[config.mk]
export PLATFORM = sky130hd
export DESIGN_NAME = rx_host_reader_flat
export DESIGN_NICKNAME = d
export VERILOG_FILES = /design/src/rtl/nic_rx_pkg.sv /design/src/rtl/rx_ring_if.sv /design/src/rtl/rx_host_reader.sv /design/src/flat_wrapper.sv
export SDC_FILE = /design/constraint.sdc
export NUM_CORES = 1
export LEC_CHECK = 0
export BUFFER_PORTS_ARGS = -buffer_cell sky130_fd_sc_hd__buf_4
export CORE_ASPECT_RATIO = 1.4
export CORE_MARGIN = 2
export CORE_UTILIZATION = 40
export DETAILED_ROUTE_END_ITERATION = 16
export PLACE_DENSITY = 0.81
export SYNTH_ARGS = -nofsm -noshare
export SYNTH_HDL_FRONTEND = slang
export SYNTH_SLANG_ARGS = --single-unit
[constraint.sdc]
create_clock -name clk156_25 -period 2.41 [get_ports clk156_25]
set_input_delay 0.3615 -clock clk156_25 [delete_from_list [all_inputs] [get_ports clk156_25]]
set_output_delay 0.3615 -clock clk156_25 [all_outputs]
set_load 0.01 [all_outputs]
[src/rtl/nic_rx_pkg.sv]
// --------------------
// NIC receive path shared definitions
// Word widths, host register map and the
// ring word layout used by capture and host
// --------------------
package nic_rx_pkg;

    // --------------------
    // Widths
    // --------------------
    localparam int MAC_DW = 64;                   // MAC and ring word
    localparam int MAC_KW = 8;                    // One valid bit per byte
    localparam int WB_DW  = 32;                   // Host bus data
    localparam int DROP_W = 16;                   // Dropped frame counter

    // --------------------
    // Host register map
    // --------------------
    // Word addresses inside the register half of the bus space
    localparam int REG_WR_PTR  = 0;               // Committed write pointer (read only)
    localparam int REG_RD_PTR  = 1;               // Committed read pointer
    localparam int REG_DROPPED = 2;               // Dropped frames (read only)

    // --------------------
    // Ring word layout
    // --------------------
    // Descriptor sits in the slot just before the frame data
    typedef struct packed {
        logic [31:0] seq_num;                     // Frame sequence number
        logic [15:0] word_cnt;                    // Data words after descriptor
        logic [15:0] byte_cnt;                    // Valid bytes in frame
    } rx_desc_t;

    // One ring word, seen as data or as descriptor
    typedef union packed {
        logic [MAC_DW-1:0] data;                  // Raw frame word
        rx_desc_t          desc;                  // Descriptor slot
    } rx_word_u;

endpackage

[src/rtl/rx_ring_if.sv]
// --------------------
// Receive ring interface
// Joins capture, ring memory and host reader
// Pointers carry one extra wrap bit
// --------------------
interface rx_ring_if #(
    parameter int RX_AW = 10                      // Ring address width
);

    logic                          wr_en;         // Ring write strobe
    logic [RX_AW:0]                wr_addr;       // Write pointer with wrap bit
    logic [nic_rx_pkg::MAC_DW-1:0] wr_data;       // Frame word or descriptor
    logic [RX_AW:0]                rd_addr;       // Host read pointer
    logic [nic_rx_pkg::MAC_DW-1:0] rd_data;       // Registered read data
    logic [RX_AW:0]                committed_wr_addr;  // End of last good frame
    logic [RX_AW:0]                committed_rd_addr;  // Space freed by host

    // Frame capture side
    modport capture (
        output wr_en, wr_addr, wr_data, committed_wr_addr,
        input  committed_rd_addr
    );

    // Ring memory
    modport buffer (
        input  wr_en, wr_addr, wr_data, rd_addr,
        output rd_data
    );

    // Host reader side
    modport host (
        output rd_addr, committed_rd_addr,
        input  rd_data, committed_wr_addr
    );

endinterface

[src/rtl/rx_host_reader.sv]
// --------------------
// Host reader as a Wishbone classic slave
// Pointer and drop count registers
// Buffer reads in 32-bit halves
// Read pointer write releases ring space
// --------------------
module rx_host_reader #(
    parameter int RX_AW = 10                      // Ring address width
) (
    input  logic                          clk156_25,
    input  logic                          rst_n,
    input  logic                          wb_cyc,
    input  logic                          wb_stb,
    input  logic                          wb_we,
    input  logic [RX_AW+1:0]              wb_adr,
    input  logic [nic_rx_pkg::WB_DW-1:0]  wb_wdata,
    output logic [nic_rx_pkg::WB_DW-1:0]  wb_rdata,
    output logic                          wb_ack,
    rx_ring_if.host                       ring,
    input  logic [nic_rx_pkg::DROP_W-1:0] dropped_pkts
);

    localparam logic [RX_AW:0] DEPTH = {1'b1, {RX_AW{1'b0}}};  // Ring words

    logic                         req;            // New request seen
    logic                         buf_sel;        // Top address bit
    logic                         rd_pend;        // Waiting on ring data
    logic                         rd_ptr_wr;      // Read pointer update
    logic [RX_AW:0]               new_rd_ptr;
    logic [RX_AW:0]               rd_room;        // Occupancy after update
    logic [nic_rx_pkg::WB_DW-1:0] reg_rdata;

    // --------------------
    // Decode
    // --------------------
    always_comb begin
        req        = wb_cyc && wb_stb && !wb_ack && !rd_pend;  // One in flight
        buf_sel    = wb_adr[RX_AW+1];
        new_rd_ptr = wb_wdata[RX_AW:0];
        rd_room    = ring.committed_wr_addr - new_rd_ptr;
        rd_ptr_wr  = req && wb_we && !buf_sel &&
                     (wb_adr[RX_AW:0] == nic_rx_pkg::REG_RD_PTR);
        ring.rd_addr = {1'b0, wb_adr[RX_AW:1]};   // Held by master until ack
    end

    // Register read mux, zero extended
    always_comb begin
        reg_rdata = '0;
        case (wb_adr[RX_AW:0])
            nic_rx_pkg::REG_WR_PTR:  reg_rdata[RX_AW:0] = ring.committed_wr_addr;
            nic_rx_pkg::REG_RD_PTR:  reg_rdata[RX_AW:0] = ring.committed_rd_addr;
            nic_rx_pkg::REG_DROPPED: reg_rdata[nic_rx_pkg::DROP_W-1:0] = dropped_pkts;
            default: ;                            // Unmapped reads as zero
        endcase
    end

    // --------------------
    // Bus control
    // --------------------
    always_ff @(posedge clk156_25) begin
        if (!rst_n) begin
            wb_ack                 <= 1'b0;
            rd_pend                <= 1'b0;
            ring.committed_rd_addr <= '0;
        end else begin
            wb_ack <= 1'b0;
            if (rd_pend) begin
                rd_pend <= 1'b0;                  // Ring data now valid
                wb_ack  <= 1'b1;
            end else if (req) begin
                if (buf_sel && !wb_we) begin
                    rd_pend <= 1'b1;              // Ack two cycles after stb
                end else begin
                    wb_ack <= 1'b1;               // Registers and ignored writes
                end
            end
            if (rd_ptr_wr) begin
                ring.committed_rd_addr <= new_rd_ptr;
            end
        end
    end

    // Read data
    always_ff @(posedge clk156_25) begin
        if (rd_pend) begin
            wb_rdata <= wb_adr[0] ?
                        ring.rd_data[nic_rx_pkg::MAC_DW-1:nic_rx_pkg::WB_DW] :
                        ring.rd_data[nic_rx_pkg::WB_DW-1:0];
        end else if (req && !buf_sel) begin
            wb_rdata <= reg_rdata;
        end
    end

    // --------------------
    // Checks
    // --------------------
    a_ack_in_cycle: assert property (
        @(posedge clk156_25) disable iff (!rst_n) wb_ack |-> (wb_cyc && wb_stb)
    );

    // Host may only release space that capture has committed
    a_rd_ptr_bound: assert property (
        @(posedge clk156_25) disable iff (!rst_n) rd_ptr_wr |-> (rd_room <= DEPTH)
    );

endmodule

[src/flat_wrapper.sv]
// flat-port wrapper written by rule: the top's interface ports become plain ports
module rx_host_reader_flat 
#(
    parameter int RX_AW = 10                                           
)
  (clk156_25, rst_n, wb_cyc, wb_stb, wb_we, wb_adr, wb_wdata, wb_rdata, wb_ack, dropped_pkts, ring_rd_addr, ring_committed_rd_addr, ring_rd_data, ring_committed_wr_addr);
  rx_ring_if #(.RX_AW(RX_AW)) ring_i ();
  input  logic clk156_25;
  input  logic rst_n;
  input  logic wb_cyc;
  input  logic wb_stb;
  input  logic wb_we;
  input  logic [RX_AW+1:0] wb_adr;
  input  logic [nic_rx_pkg::WB_DW-1:0] wb_wdata;
  output logic [nic_rx_pkg::WB_DW-1:0] wb_rdata;
  output logic wb_ack;
  input  logic [nic_rx_pkg::DROP_W-1:0] dropped_pkts;
  output wire logic [$bits(ring_i.rd_addr)-1:0] ring_rd_addr;
  output wire logic [$bits(ring_i.committed_rd_addr)-1:0] ring_committed_rd_addr;
  input wire logic [$bits(ring_i.rd_data)-1:0] ring_rd_data;
  input wire logic [$bits(ring_i.committed_wr_addr)-1:0] ring_committed_wr_addr;
  assign ring_rd_addr = ring_i.rd_addr;
  assign ring_committed_rd_addr = ring_i.committed_rd_addr;
  assign ring_i.rd_data = ring_rd_data;
  assign ring_i.committed_wr_addr = ring_committed_wr_addr;
  rx_host_reader #(.RX_AW(RX_AW)) u_core (.clk156_25(clk156_25), .rst_n(rst_n), .wb_cyc(wb_cyc), .wb_stb(wb_stb), .wb_we(wb_we), .wb_adr(wb_adr), .wb_wdata(wb_wdata), .wb_rdata(wb_rdata), .wb_ack(wb_ack), .ring(ring_i), .dropped_pkts(dropped_pkts));
endmodule
; ---- Word level (Yosys, flattened, before mapping)
; Index checks and enable logic that the tools add are counted.
[op_classes]
eq_ne = 2
muxes = 9
n_bitwise = 2
n_reduce_logical = 15
[ops]
columns = cell, n
row1 = 2-to-1 mux 32 bit, 3
row2 = one-hot mux 11 bit (3 select lines), 1
row3 = "== test 11 x 1 -> 1 bit, second input constant", 1
row4 = "== test 11 x 2 -> 1 bit, second input constant", 1
row5 = zero test 11 bit, 1
row6 = logical AND 1 bit, 8
row7 = 2-to-1 mux 5 bit, 1
row8 = zero test 1 bit, 4
row9 = 2-to-1 mux 1 bit, 4
row10 = OR reduction 3 bit, 1
row11 = inverter 1 bit, 2
row12 = nonzero test 2 bit, 1
[totals]
register_bits = 45
input_bits = 140
out_inout_bits = 55

; ---- Longest topological paths before layout
[depth]
ltp_word = 6
ltp_mapped = 6

; ---- Worst setup path before layout
; Ideal clock, no wire load.
[synth_timing]
path_type = register to register
start = register u_core.rd_pend
end = register u_core.wb_rdata[0] (netlist bit), enable pin
arrival_time_ps = 1421
slack_ps = 614
path_stages_with_launch = 5
path_buffers = 1
synth_period_minus_slack_ps = 1796
cell_sequence = dfxtp_1 -> buf_6 -> nor4bb_1 -> nor2b_1 -> or2_2
[synth_between]
elab_chain_len = 4
[synth_rtl]
columns = item, line_no
row1 = start: declaration, rx_host_reader.sv:27  ; logic rd_pend;
row2 = start signal: assignment, rx_host_reader.sv:63  ; rd_pend <= 1'b0;
row3 = start signal: assignment, rx_host_reader.sv:68  ; rd_pend <= 1'b0;
row4 = start signal: assignment, rx_host_reader.sv:72  ; rd_pend <= 1'b1;
row5 = zero test 1 bit, rx_host_reader.sv:37  ; req = wb_cyc && wb_stb && !wb_ack && !rd_pend;
row6 = logical AND 1 bit, rx_host_reader.sv:37
row7 = logical AND 1 bit, rx_host_reader.sv:89  ; end else if (req && !buf_sel) begin
row8 = nonzero test 2 bit (no source line) *, --
row9 = end signal: assignment, rx_host_reader.sv:86  ; wb_rdata <= wb_adr[0] ?
row10 = end signal: assignment, rx_host_reader.sv:90  ; wb_rdata <= reg_rdata;
row11 = end: declaration, rx_host_reader.sv:17  ; output logic [nic_rx_pkg::WB_DW-1:0] wb_rdata,
; Mark *: on every way between the ends. The rest lies on a longest branch, timed or not.
; A chain may end at the register's enable or synchronous reset.

; ---- Worst setup path after layout
[layout_timing]
start = register u_core.rd_pend
end = register u_core.wb_rdata[6] (netlist bit), enable pin
; Same word-level chain as after synthesis.

==> results.cfg <==
[logic_synthesis]
synth_edf_count = 32
syn_nets = 372
yosysMostFrequentCell = nand2_1
synth-main-ff-cell = edfxtp_1
syn-cell-area_sq_um = 2520
ys_ff_latch = 45
yosysTopAreaCell = edfxtp_1
synth_top_area_share_pct = 38.1
ys_async_sr_fraction_pct = 0
yosys-top-cells-count = 34 x nand2_1, 32 x edfxtp_1, 31 x nand3_1
netlist_instances = 232
avgSynthCellArea_sq_um = 10.9
ys.warnings.count = 0
yosysSeqAreaShare_pct = 48.4
synth_cell_type_count = 28
ys_top_cells_by_area = edfxtp_1 38%, mux2i_1 11%, dfxtp_1 10%, mux2_2 7.1%, nand3_1 6.1%

[drt]
first_pass_iters = 4
via_count = 2278
drt_iter0_drc = 117
drt-wirelength-per-cell_um = 14.3
antenna_left = 0
drc = 0
drt-total-wl_um = 6590
viasPerCell = 4.95

[global_route]
grt_usage_pct = 18.8
grt_antenna_before_repair = 0
grt_pass1_wl_um = 10700
gr-total-overflow = 0
grt_pass1_vias = 2300
grt_max_degree = 36

[sta]
period_share_pct = 73.2
hold_viol = 0
clock.fmax_ghz = 0.567
whs_ns = 0.315
relSlewSlack_pct = 50.9
setup_viol = 0
period_minus_slack_ns = 1.76
tightestPinTransition_ns = 0.735
layout_setup_ws_ns = 0.647
slew_viol_final = 0
setup_tns_ns = 0
rsz0062_at_grt = false
skew_ns = 0.00665

[setup_path]
arrival_ns = 1.72
crit_path_top_delay_cell = nor4bb_1
crit_type = flop to flop
crit_buf_inv = 1
crit_required_ns = 2.37
critical-path-top-delay-family = simple AND/OR/NAND/NOR gates
crit_fanout = 32
critical_path.startpoint = u_core.rd_pend
slowest_delay_ns = 0.40
r2r-start = u_core.rd_pend
crit_chain = nor4bb_1, nor2b_1, or2_2, buf_4
cp-end-kind = flop
startpoint_type = flop

[final_layout]
nNetsFinal = 527
antennaDiodeCount = 0
multi_input_area_sq_um = 1120
syn_to_final_growth_pct = 52.3
seqCellArea_sq_um = 1220
drive_gt1_share_pct = 53.1
fillers = 534
fin_cells = 460

[clock_network]
cts_setup_buffers = 0
cts_resized = 0
cts_hold_buffers = 0
clk_latency_ns = 0.30
numCtsBuffers = 5
cts_tree = done
cts_buffer_depth = 2
cts.sinks = 45
root_buffer = clkbuf_8
h-tree-depth = 2
clkTransAtPathRegs_ns = 0.09

[die]
core_sq_um = 6170
fp.dieW_um = 71.1
die_y_um = 98.0
die_area_sq_um = 6970
fp-row-count = 34
ios = 195
initial_utilization_pct = 40.9

[placed_design]
pre_cts_slack_ns = 0.485
port_buffers = 172
gp_congestion = 0.776
dpl.hpwl_um = 5330
dpl.cell_count = 452

[min_path]
min_path_type = primary input to flop
min_from = wb_wdata[8]

[pwr]
p_int_mw = 1.23
comb_power_share_pct = 18.6
pwr-share-clk_pct = 29.5
ir_drop_v = 0.000293
power_switching_mw = 0.382
pwr-share-seq_pct = 51.9
p_leak_nw = 1.79
swShare_pct = 23.7
power_mw = 1.61
power_density_nw_per_um2 = 420

[status]
status = finished clean

[flow_run]
maxCapViolations = 0
power by group through the flow:
stage	registers, mW	logic, mW	clock network [mW]
6_report	0.837	0.301	0.476
5_1_grt	0.838	0.326	0.521
4_1_cts	0.838	0.305	0.490
3_5_place_dp	0.855	0.304	0
3_3_place_gp	0.855	0.298	0
2_1_floorplan	0.860	0.120	0
worst reg2reg max path: cells and delay by family (launching register included):
kind	cells	cell delay [ns]
and+or+nand+nor	3	0.74
buffers and inverters	1	0.35
DFF	1	0.32
worst paths after layout:
kind                            slack, ns  depth (start not counted)                          endpoint
worst max register to register       0.65                          4                u_core.wb_rdata[6]
worst max-delay path                 0.65                          4                u_core.wb_rdata[6]
worst min register to register       0.48                          2  u_core.ring.committed_rd_addr[8]
worst min-delay path                 0.32                          3  u_core.ring.committed_rd_addr[8]
cell families after synthesis:
kind of cell / Yosys count / share of synthesized area, %
and+or+nand+nor: 97 / 20.4
DFF: 45 / 48.4
muxes: 43 / 17.8
buffers and inverters: 28 / 7.19
AOI/OAI and AO/OA: 18 / 6.09
other: 1 / 0.149
cell usage in the layout (no fill, tap or decap), types with 2 or more instances in the layout:
cell	n
nor2b_1	19
mux2i_1	27
mux2_2	16
dfxtp_1	13
nand3_1	31
a22o_1	16
edfxtp_1	32
clkbuf_8	5
or2_2	2
nand2_1	34
buf_4	176
registers in the layout (all words and copies together), names as in the netlist:
| register | flops |
|---|---|
| u_core.ring.committed_rd_addr | 11 |
| u_core.wb_rdata | 32 |
| u_core.wb_ack | 1 |
| u_core.rd_pend | 1 |
layer usage:
layer  global-route usage, %  wire length (um)  vias to the layer above
met5                       0                 0                        -
met4                    6.24               159                        0
met3                    4.23               470                       16
met2                    34.0              3440                      106
met1                    21.5              2520                     1021
li1                        -                 -                     1135
metrics by stage:
step	area, sq um	utilization, %
3_5_place_dp	3750	60.9
6_report	3840	62.3
4_1_cts	3840	62.3
5_1_grt	3840	62.3
2_1_floorplan	2520	-
3_3_place_gp	3750	60.9
layout make-up:
cell class              count  area share [%]
flip-flops and latches     45            31.8
multi-input cells         159            29.2
clock buffers               5            1.79
repair buffers            176            34.4
well taps                  72            2.34
clock inverters             3           0.553
Note: power is estimated with default switching activity, not from simulation.
