--- config.mk ---
export PLATFORM = sky130hd
export DESIGN_NAME = rx_mac_capture_flat
export DESIGN_NICKNAME = d
export VERILOG_FILES = /design/src/rtl/nic_rx_pkg.sv /design/src/rtl/rx_ring_if.sv /design/src/rtl/rx_mac_capture.sv /design/src/flat_wrapper.sv
export SDC_FILE = /design/constraint.sdc
export NUM_CORES = 1
export LEC_CHECK = 0
export BUFFER_PORTS_ARGS = -buffer_cell sky130_fd_sc_hd__buf_2
export CAP_MARGIN = 20
export CORE_MARGIN = 2
export CORE_UTILIZATION = 35
export CTS_CLUSTER_SIZE = 16
export DETAILED_ROUTE_END_ITERATION = 8
export PLACE_DENSITY = 0.62
export SLEW_MARGIN = 30
export SYNTH_ARGS = -nofsm -noshare
export SYNTH_HDL_FRONTEND = slang
export SYNTH_SLANG_ARGS = --single-unit
--- constraint.sdc ---
create_clock -name clk156_25 -period 4.35 [get_ports clk156_25]
set_input_delay 0.435 -clock clk156_25 [delete_from_list [all_inputs] [get_ports clk156_25]]
set_output_delay 0.435 -clock clk156_25 [all_outputs]
set_load 0.005 [all_outputs]
--- src/rtl/nic_rx_pkg.sv ---
// --------------------
// NIC receive path shared definitions
// Word widths, host register map and the
// ring word layout used by capture and host
// --------------------
package nic_rx_pkg;

    // --------------------
    // Widths
    // --------------------
    localparam int MAC_DW = 64;                   // MAC and ring word
    localparam int MAC_KW = 8;                    // One valid bit per byte
    localparam int WB_DW  = 32;                   // Host bus data
    localparam int DROP_W = 16;                   // Dropped frame counter

    // --------------------
    // Host register map
    // --------------------
    // Word addresses inside the register half of the bus space
    localparam int REG_WR_PTR  = 0;               // Committed write pointer (read only)
    localparam int REG_RD_PTR  = 1;               // Committed read pointer
    localparam int REG_DROPPED = 2;               // Dropped frames (read only)

    // --------------------
    // Ring word layout
    // --------------------
    // Descriptor sits in the slot just before the frame data
    typedef struct packed {
        logic [31:0] seq_num;                     // Frame sequence number
        logic [15:0] word_cnt;                    // Data words after descriptor
        logic [15:0] byte_cnt;                    // Valid bytes in frame
    } rx_desc_t;

    // One ring word, seen as data or as descriptor
    typedef union packed {
        logic [MAC_DW-1:0] data;                  // Raw frame word
        rx_desc_t          desc;                  // Descriptor slot
    } rx_word_u;

endpackage

--- src/rtl/rx_ring_if.sv ---
// --------------------
// Receive ring interface
// Joins capture, ring memory and host reader
// Pointers carry one extra wrap bit
// --------------------
interface rx_ring_if #(
    parameter int RX_AW = 10                      // Ring address width
);

    logic                          wr_en;         // Ring write strobe
    logic [RX_AW:0]                wr_addr;       // Write pointer with wrap bit
    logic [nic_rx_pkg::MAC_DW-1:0] wr_data;       // Frame word or descriptor
    logic [RX_AW:0]                rd_addr;       // Host read pointer
    logic [nic_rx_pkg::MAC_DW-1:0] rd_data;       // Registered read data
    logic [RX_AW:0]                committed_wr_addr;  // End of last good frame
    logic [RX_AW:0]                committed_rd_addr;  // Space freed by host

    // Frame capture side
    modport capture (
        output wr_en, wr_addr, wr_data, committed_wr_addr,
        input  committed_rd_addr
    );

    // Ring memory
    modport buffer (
        input  wr_en, wr_addr, wr_data, rd_addr,
        output rd_data
    );

    // Host reader side
    modport host (
        output rd_addr, committed_rd_addr,
        input  rd_data, committed_wr_addr
    );

endinterface

--- src/rtl/rx_mac_capture.sv ---
// --------------------
// MAC receive capture
// Writes frame words after a reserved descriptor slot
// Good frame writes descriptor and commits
// Bad frame rolls back, frame without room is dropped
// --------------------
module rx_mac_capture #(
    parameter int RX_AW = 10                      // Ring address width
) (
    input  logic                          clk156_25,
    input  logic                          rst_n,
    input  logic [nic_rx_pkg::MAC_DW-1:0] rx_data,
    input  logic [nic_rx_pkg::MAC_KW-1:0] rx_data_valid,
    input  logic                          rx_good_frame,
    input  logic                          rx_bad_frame,
    rx_ring_if.capture                    ring,
    output logic [nic_rx_pkg::DROP_W-1:0] dropped_pkts
);

    localparam logic [RX_AW:0] DEPTH = {1'b1, {RX_AW{1'b0}}};  // Ring words

    logic [RX_AW:0]       start_ptr;              // Descriptor slot of current frame
    logic [15:0]          word_cnt;               // Data words so far
    logic [15:0]          byte_cnt;               // Valid bytes so far
    logic [31:0]          seq_num;                // Next descriptor sequence number
    logic                 ovf;                    // Frame ran out of room
    logic                 data_word;              // MAC word this cycle
    logic [RX_AW:0]       cur_addr;               // Slot for this word
    logic [RX_AW:0]       fill;                   // Used space if word is written
    logic                 word_fits;
    logic [3:0]           word_bytes;             // Popcount of mask
    logic [RX_AW:0]       used;                   // Committed occupancy
    nic_rx_pkg::rx_word_u desc_word;

    // --------------------
    // Room check
    // --------------------
    always_comb begin
        data_word = |rx_data_valid;
        cur_addr  = start_ptr + 1'b1 + word_cnt[RX_AW:0];  // Skip descriptor slot
        fill      = cur_addr - ring.committed_rd_addr;     // Modulo wrap bit
        word_fits = fill < DEPTH;
    end

    always_comb begin
        word_bytes = '0;
        for (int i = 0; i < nic_rx_pkg::MAC_KW; i++) begin
            word_bytes = word_bytes + 4'(rx_data_valid[i]);
        end
    end

    // Descriptor built through the union
    always_comb begin
        desc_word.desc.seq_num  = seq_num;
        desc_word.desc.word_cnt = word_cnt;
        desc_word.desc.byte_cnt = byte_cnt;
    end

    // --------------------
    // Frame control
    // --------------------
    always_ff @(posedge clk156_25) begin
        if (!rst_n) begin
            ring.wr_en             <= 1'b0;
            ring.committed_wr_addr <= '0;
            start_ptr              <= '0;
            word_cnt               <= '0;
            byte_cnt               <= '0;
            ovf                    <= 1'b0;
            seq_num                <= '0;
            dropped_pkts           <= '0;
        end else begin
            ring.wr_en             <= 1'b0;
            ring.committed_wr_addr <= start_ptr;   // Follows descriptor write
            if (rx_good_frame && !ovf) begin
                ring.wr_en <= 1'b1;                 // Descriptor write
                start_ptr  <= start_ptr + 1'b1 + word_cnt[RX_AW:0];
                seq_num    <= seq_num + 1'b1;
            end else if (rx_good_frame) begin
                if (dropped_pkts != '1) begin       // Saturating count
                    dropped_pkts <= dropped_pkts + 1'b1;
                end
            end else if (data_word && !ovf) begin
                if (word_fits) begin
                    ring.wr_en <= 1'b1;
                end else begin
                    ovf <= 1'b1;                    // Sticky until frame end
                end
                word_cnt <= word_cnt + 1'b1;
                byte_cnt <= byte_cnt + 16'(word_bytes);
            end
            if (rx_good_frame || rx_bad_frame) begin
                word_cnt <= '0;                     // Rollback keeps start_ptr
                byte_cnt <= '0;
                ovf      <= 1'b0;
            end
        end
    end

    // Write port payload
    always_ff @(posedge clk156_25) begin
        if (rx_good_frame) begin
            ring.wr_addr <= start_ptr;
            ring.wr_data <= desc_word.data;
        end else begin
            ring.wr_addr <= cur_addr;
            ring.wr_data <= rx_data;
        end
    end

    // --------------------
    // Checks
    // --------------------
    assign used = ring.committed_wr_addr - ring.committed_rd_addr;

    a_used_in_depth: assert property (
        @(posedge clk156_25) disable iff (!rst_n) used <= DEPTH
    );

    a_one_status: assert property (
        @(posedge clk156_25) disable iff (!rst_n) !(rx_good_frame && rx_bad_frame)
    );

endmodule

--- src/flat_wrapper.sv ---
// flat-port wrapper written by rule: the top's interface ports become plain ports
module rx_mac_capture_flat 
#(
    parameter int RX_AW = 10                                           
)
  (clk156_25, rst_n, rx_data, rx_data_valid, rx_good_frame, rx_bad_frame, dropped_pkts, ring_wr_en, ring_wr_addr, ring_wr_data, ring_committed_wr_addr, ring_committed_rd_addr);
  rx_ring_if #(.RX_AW(RX_AW)) ring_i ();
  input  logic clk156_25;
  input  logic rst_n;
  input  logic [nic_rx_pkg::MAC_DW-1:0] rx_data;
  input  logic [nic_rx_pkg::MAC_KW-1:0] rx_data_valid;
  input  logic rx_good_frame;
  input  logic rx_bad_frame;
  output logic [nic_rx_pkg::DROP_W-1:0] dropped_pkts;
  output wire logic [$bits(ring_i.wr_en)-1:0] ring_wr_en;
  output wire logic [$bits(ring_i.wr_addr)-1:0] ring_wr_addr;
  output wire logic [$bits(ring_i.wr_data)-1:0] ring_wr_data;
  output wire logic [$bits(ring_i.committed_wr_addr)-1:0] ring_committed_wr_addr;
  input wire logic [$bits(ring_i.committed_rd_addr)-1:0] ring_committed_rd_addr;
  assign ring_wr_en = ring_i.wr_en;
  assign ring_wr_addr = ring_i.wr_addr;
  assign ring_wr_data = ring_i.wr_data;
  assign ring_committed_wr_addr = ring_i.committed_wr_addr;
  assign ring_i.committed_rd_addr = ring_committed_rd_addr;
  rx_mac_capture #(.RX_AW(RX_AW)) u_core (.clk156_25(clk156_25), .rst_n(rst_n), .rx_data(rx_data), .rx_data_valid(rx_data_valid), .rx_good_frame(rx_good_frame), .rx_bad_frame(rx_bad_frame), .ring(ring_i), .dropped_pkts(dropped_pkts));
endmodule
-- Yosys cells after proc, flatten, opt, wreduce, memory -nomap -nowiden
Index checks and enable logic that the tools add are counted.
- $add $sub $neg: 14
- $lt $le $gt $ge: 1
- eq/ne operators: 1
- mux-type cells: 6
- bitwise logic cells: 4
- reductions and logical operators: 9
- operators by type and width (kind ; count):
    64-bit 2-to-1 mux ; 1
    16-bit by 1-bit adder with 16-bit output (second input constant) ; 2
    32-bit by 1-bit adder with 32-bit output (second input constant) ; 1
    4-bit by 1-bit adder with 4-bit output ; 6
    16-bit by 4-bit adder with 16-bit output ; 1
    16-bit inequality test (second input constant) ; 1
    11-bit by 1-bit adder with 11-bit output (second input constant) ; 1
    11-bit adder ; 1
    11-bit less-than comparator (second input constant) ; 1
    11-bit 2-to-1 mux ; 1
    11-bit subtractor ; 1
    8-bit OR reduction ; 1
    3-bit AND reduction ; 2
    1-bit 2-to-1 mux ; 4
    1-bit NOT ; 4
    4-bit AND reduction ; 1
    1-bit by 1-bit adder with 2-bit output ; 1
    1-bit logical AND ; 2
    2-bit OR reduction ; 1
    1-bit logical NOT ; 1
    1-bit logical OR ; 1
- bits in registers: 179
- word-level logic and storage cells: 45

-- Depth between registers and ports, before layout
Gate-level depths: netlist (run 1).
- word-level depth: 8
- gate-level depth with buffers: 16
- depth with buffers taken out: 16

-- Worst setup path after synthesis (run 1)
OpenSTA, ideal clock, no wires.
- path type: input -> register
- from: input port rx_data_valid[0] (netlist bit)
- to: register u_core.byte_cnt[15]
- data arrival time: 3.885 ns
- path slack: 0.337 ns
- cell stages on the path: 15
- path buffers: 0
- cells stage by stage: inv_1 > ha_1 > inv_1 > fa_1 > fa_1 > fa_1 > fa_1 > inv_1 > ha_1 > a21o_1 > a21o_1 > a21oi_1 > nor3_1 > xnor2_1 > nor2_1
- word-level cells in the longest chain between the ends: 8
- elaborated cells on any way between the ends: 11
- those cells by class: add/sub: 8; reduce/logical: 3
- RTL lines (what ; RTL line ; text):
    start, declared ; flat_wrapper.sv:11 ; input logic [nic_rx_pkg::MAC_KW-1:0] rx_data_valid;
    1-bit by 1-bit adder with 2-bit output ; rx_mac_capture.sv:48 ; word_bytes = word_bytes + 4'(rx_data_valid[i]);
    4-bit by 1-bit adder with 4-bit output (6 in series) ; rx_mac_capture.sv:48 ;
    16-bit by 4-bit adder with 16-bit output ; rx_mac_capture.sv:90 ; byte_cnt <= byte_cnt + 16'(word_bytes);
    end signal, assigned ; rx_mac_capture.sv:90 ;
    end, declared ; rx_mac_capture.sv:24 ; logic [15:0] byte_cnt;
Parallel ways exist; a longest one is shown, timed or not.
A chain may end at the register's enable or synchronous reset.

-- Worst setup path in the final report (run 1)
- from: input port rx_data_valid[0] (netlist bit)
- to: register u_core.byte_cnt[5]
Same word-level chain as after synthesis.

==> metrics, run 1 <==
status=complete, no violations; Ys Warns=0; Synth Net Count=908; die width=154 um; Pleak=0.00436 uW; TNS Setup=0 ns; # Post-CTS Setup Buffers=0; WS Path Type=input port to register; fin crit share=84.9%; Critical Path Start Type=input port; post-detail-place hpwl=13.1 mm; number of flops mapped to enable cells by yosys=0; Starting Density=35.8%; PortBufs=189; Root Buffer=clkbuf_16; core area=21900 um2; Final Total Pwr=3550 uW; final hold violations=0; power per cell area=367 nW/um2; Clk network pwr share=43.2%; number of DRC markers in iteration 0=213; P_sw=846 uW; hold_buf cts=0; final setup violation count=0; placement-stage cell area=9080 um2; design area=9660 um2; Seq/Total Area, Yosys=45.8%; Rel. slew slack=48.9%; Std-Cell Rows=54; Hold Slack=0.229 ns; Synth Area per Inst=9.97 um2; number of global-route vias before repair=5806; synthesized area=7830 um2; clk sink count=179; worst-margin pin slew=0.766 ns; H-tree Lvls=4; worst-case clock buffer depth=2; Vert. Die Dim=154 um; worst-path fanout max=9; Pint=2700 uW; CP required=4.71 ns; cell count after synthesis=785; DRT Wirelength=17.8 mm; #FFs+latches synth=179; Vias/cell=4.71; DR WL/cell=14.0 um; most common cell in the netlist=dfxtp_1; Clock Skews=0.0110 ns; Yosys cell types=54; final net count=1097; Synth async-reset ratio=0%; Arr. time, crit path=4.05 ns; crit end category=register; share of cells above drive strength 1=30.4%; CTS Buf Count=17; GRT overflow=0; global-route wire length before repair=29.2 mm; fin crit period=3.69 ns; Antenna Nets Post-Route=0; DRC viols=0; Pre-antenna DRT Iters=4; worst-case vdd ir drop=230 uV; pin count of the biggest net entering global routing=74; Final Non-Filler Cells=1268; Logic pwr share=8.7%; sequential power share=48.2%; share of the synthesized area in the top cell type=45.8%; Fillers=2157; Commonest cells post-synth=dfxtp_1, mux2_2, nand2_1, and2_1, nor2_1; Post-CTS Resized=0; top cells by area, synth=dfxtp_1, mux2_2, ha_1; clk slew on worst S/H paths=0.07 ns; FF+latch area=3580 um2; Sw Ratio=23.8%; gpl congestion=0.850; TritonCTS clock tree=built; area leader, netlist=dfxtp_1; final-report max-slew violation count=0; synth-to-layout area growth=23.5%; worst skew pair latency=0.42 ns; initial antenna violation count=1; Max-Cap Viols=0; All-Layer GR Usage=15.3%; multi-input logic area=4000 um2; RSZ-0062 raised after global routing=no; routed via count=5966; commonest register cell after synthesis=dfxtp_1; Die ar.=23600 um2; Worst Hold Class=input port to register; fmax=0.271 GHz; placed insts=1235; io pins=190
[per-stage QoR]
| stage | worst slack (ns) | utilization, % |
|---|---|---|
| finish | 0.657 | 44.1 |
| global route | 0.451 | 44.1 |
| CTS | 0.672 | 44.1 |
| detailed placement | 0.199 | 41.5 |
| global placement | 0.270 | 41.5 |
| floorplan | 0.337 | - |
[per-layer routing]
metal	wire [um]	track usage [%]
met1	8410	19.3
met2	8190	25.6
met3	1040	4.74
met4	126	4.06
met5	0	0
[cell usage in the layout (no fill, tap or decap), types with 4 or more instances in the layout]
| master | n |
|---|---|
| nor3_1 | 11 |
| nand2_1 | 64 |
| a21boi_0 | 8 |
| nor2b_1 | 15 |
| xnor2_1 | 41 |
| nand4_1 | 16 |
| nor2_1 | 43 |
| xor2_1 | 33 |
| o21ai_0 | 19 |
| a21oi_1 | 10 |
| nand3_1 | 27 |
| o21a_1 | 4 |
| and4_1 | 11 |
| dfxtp_1 | 179 |
| buf_2 | 188 |
| and2_1 | 56 |
| clkbuf_16 | 17 |
| a21o_1 | 6 |
| or3_1 | 11 |
| ha_1 | 30 |
| a31oi_1 | 4 |
| inv_1 | 40 |
| fa_1 | 6 |
| mux2_2 | 65 |
| buf_4 | 7 |
| and3_1 | 13 |
[sequential cells by signal, summed over array words and instances, names as in the netlist]
register,count
u_core.dropped_pkts,16
u_core.ring.wr_en,1
u_core.ring.committed_wr_addr,11
u_core.ring.wr_data,64
u_core.ring.wr_addr,11
u_core.start_ptr,11
u_core.word_cnt,16
u_core.byte_cnt,16
u_core.seq_num,32
u_core.ovf,1
[power by group through the flow]
stage          Sequential [uW]  Clock [uW]  Combinational (uW)
2_1_floorplan             1750           0                 177
3_3_place_gp              1750           0                 305
3_5_place_dp              1750           0                 312
4_1_cts                   1710        1590                 313
5_1_grt                   1720        1650                 350
6_report                  1710        1530                 308
[layout make-up]
cell class,count,area share [%]
multi-input cells,540,41.3
diodes,2,0.0518
clock inverters,13,1.57
clock buffers,18,4.44
inverters,41,1.59
well taps,280,3.63
repair buffers,195,10.3
flip-flops and latches,179,37.1
[cell families (layout without fill, tap and decap cells)]
family | count (synthesis) | in the layout | share of synthesized area, %
buffers and inverters | 66 | 267 | 3.17
other | 0 | 2 | 0
flip-flops | 179 | 179 | 45.8
adder cells (fa/ha/maj) | 36 | 36 | 6.33
AO/OA/AOI/OAI | 78 | 78 | 7.15
multiplexers | 68 | 68 | 9.74
AND/OR/NAND/NOR | 283 | 283 | 19.2
XOR/XNOR | 75 | 75 | 8.59
[final timing paths]
path,startpoint,to,slack (ns),cells after the start
setup / recovery,rx_data_valid[0],u_core.byte_cnt[5],0.66,16
hold / removal,rx_data[10],u_core.ring.wr_data[10],0.23,2
setup reg to reg,u_core.word_cnt[1],u_core.ring.wr_en,0.86,13
hold reg to reg,u_core.start_ptr[5],u_core.ring.wr_addr[5],0.50,2
[worst max-delay path, stage by stage]
cell and delay [ns]:
buf_2 0.09, inv_1 0.04, ha_1 0.26, inv_1 0.04, fa_1 0.50, fa_1 0.43
fa_1 0.42, fa_1 0.54, inv_1 0.06, ha_1 0.26, a21o_1 0.12, a21o_1 0.14
a21oi_1 0.07, buf_4 0.16, or3_1 0.34, a21oi_1 0.15
Power figures use the tool's default switching activity.
==> run 2, diff against run 1 <==
Settings changed: PLACE_DENSITY 0.62 to 0.64.
Clock period 4.35 ns to 3.3 ns, I/O delays scaled along.
==> metrics, run 2 (same netlist as run 1, synthesis figures left out) <==
hold_buf cts=0 (unchanged); fmax=0.289 GHz; Starting Density=35.8% (unchanged); max FFs per register=64 (unchanged); CP required=3.60 ns (was 4.71 ns); Vias/cell=4.66 (was 4.71); GRT overflow=0 (unchanged); Critical Path Start Type=input port (unchanged); most common cell after layout, fill and taps aside=buf_2 (unchanged); PortBufs=189 (unchanged); Std-Cell Rows=54 (unchanged); Root Buffer=clkbuf_16 (unchanged); crit end category=register (unchanged); worst-case clock buffer depth=2 (unchanged); gpl congestion=0.837 (was 0.850); initial antenna violation count=4 (was 1); status=complete, but fails checks (was complete, no violations); DR WL/cell=14.2 um (was 14.0 um); fin crit share=105%; io pins=190 (unchanged); placement-stage cell area=9330 um2 (was 9080 um2); die width=154 um (unchanged); failing checks=setup timing; H-tree Lvls=4 (unchanged); final hold violations=0 (unchanged); TritonCTS clock tree=built (unchanged); WS Path Type=input port to register (unchanged); Pleak=0.00451 uW (was 0.00436 uW); DRC viols=0 (unchanged); share of cells above drive strength 1=34.0% (was 30.4%); final setup violation count=13 (was 0); power per cell area=471 nW/um2 (was 367 nW/um2); Die ar.=23600 um2 (unchanged); final-report max-slew violation count=0 (unchanged); DRT Wirelength=18.4 mm (was 17.8 mm); Final Non-Filler Cells=1298 (was 1268); number of DRC markers in iteration 0=246 (was 213); Pre-antenna DRT Iters=4 (unchanged); routed via count=6055 (was 5966); final net count=1128 (was 1097); Vert. Die Dim=154 um (unchanged); placed insts=1263 (was 1235); design area=9990 um2 (was 9660 um2); CTS Buf Count=17 (unchanged); Top Registers=u_core.ring.wr_data: 64 flops, u_core.seq_num: 32 flops (unchanged); clk sink count=179 (unchanged); Final Util=45.7% (was 44.1%); met2 Track Usage GR=25.5% (was 25.6%); Biggest register=u_core.ring.wr_data (unchanged); post-detail-place hpwl=13.4 mm (was 13.1 mm); Clock Skews=0.0130 ns (was 0.0110 ns); synth-to-layout area growth=27.7% (was 23.5%); Setup WS pre-CTS=-0.667 ns (was 0.199 ns); global-route wire length before repair=29.9 mm (was 29.2 mm); Antenna Nets Post-Route=0 (unchanged); pin count of the biggest net entering global routing=75 (was 74); Arr. time, crit path=3.76 ns (was 4.05 ns); Fillers=2113 (was 2157); worst-path fanout max=5 (was 9); RSZ-0062 raised after global routing=yes (was no); core area=21900 um2 (unchanged); worst-case vdd ir drop=305 uV (was 230 uV); Worst Hold Class=input port to register (unchanged); GR peak layer=met2 (unchanged); worst skew pair latency=0.42 ns (about the same); met1 Usage GRT=20.0% (was 19.3%); clk slew on worst S/H paths=0.07 ns (about the same); number of global-route vias before repair=5952 (was 5806); fin crit period=3.46 ns; met3 usage=5.05% (was 4.74%); Max-Cap Viols=0 (unchanged); Rel. slew slack=37.5% (was 48.9%); Setup WS post-layout=-0.160 ns (was 0.657 ns); worst-margin pin slew=0.931 ns (was 0.766 ns); most frequent cells in the layout=buf_2, dfxtp_1, mux2_2 (unchanged); All-Layer GR Usage=15.7% (was 15.3%)
run 2: cell count changes in the layout (fill, tap and decap cells not counted), moves of 3 or more:
cell   change
buf_4     +29
inv_1      -3
fa_2       +3
fa_1       -3
inv_6      +3
run 2: repair_timing:
item	4_1_cts	5_1_grt
endpoints found under the setup margin	13	15
pin swaps	5	13
gates cloned	1	0
setup buffers	1	2
resized for setup	9	10
run 2: power by group:
group	internal [uW]	switching [uW]	leakage [uW]
clock	1140	861	0.000274
sequential	2230	25.5	0.00146
combinational	243	211	0.00277
total	3610	1100	0.00451
run 2: layout make-up:
type,count,area (um2),area share (%)
tap,280,350,3.51
clock buffer,20,447,4.47
antenna,2,5.00,0.0501
inverter,41,166,1.67
sequential,179,3580,35.9
multi-input combinational,541,4080,40.8
clock inverter,10,124,1.24
timing repair buffer,225,1240,12.4
run 2: final timing paths:
check / depth (start not counted) / slack, ns / to / start
worst max-delay path: 16 / -0.16 / u_core.byte_cnt[13] / rx_data_valid[1]
worst min-delay path: 2 / 0.13 / u_core.ring.wr_data[2] / rx_data[2]
worst max register to register: 13 / 0.19 / u_core.ring.wr_en / u_core.word_cnt[1]
worst min register to register: 2 / 0.48 / u_core.ring.wr_addr[2] / u_core.start_ptr[2]
run 2: metal layers:
metal | vias to the layer above | routed length (um)
li1 | 3122 | -
met1 | 2743 | 8480
met2 | 164 | 8310
met3 | 22 | 1260
met4 | 4 | 329
met5 | - | 21
run 2: through the flow:
| step | setup TNS, ns | total power (uW) | hold WS [ns] |
|---|---|---|---|
| 2_1_floorplan | -3.28 | 2550 | 0.430 |
| 3_3_place_gp | -7.80 | 2740 | 0.469 |
| 3_5_place_dp | -8.56 | 2750 | 0.476 |
| 4_1_cts | -0.852 | 4780 | 0.110 |
| 5_1_grt | -3.09 | 4940 | 0.109 |
| 6_report | -1.14 | 4710 | 0.133 |
run 2: critical path, stage by stage:
cell and delay, ns:
buf_8 0.09, inv_8 0.03, ha_4 0.25, inv_2 0.03
fa_1 0.48, fa_1 0.44, fa_2 0.37, fa_1 0.51
inv_1 0.05, ha_1 0.26, a21o_1 0.21, a21o_4 0.23
a21oi_4 0.21, nor3_1 0.08, xnor2_1 0.13, nor2_1 0.05
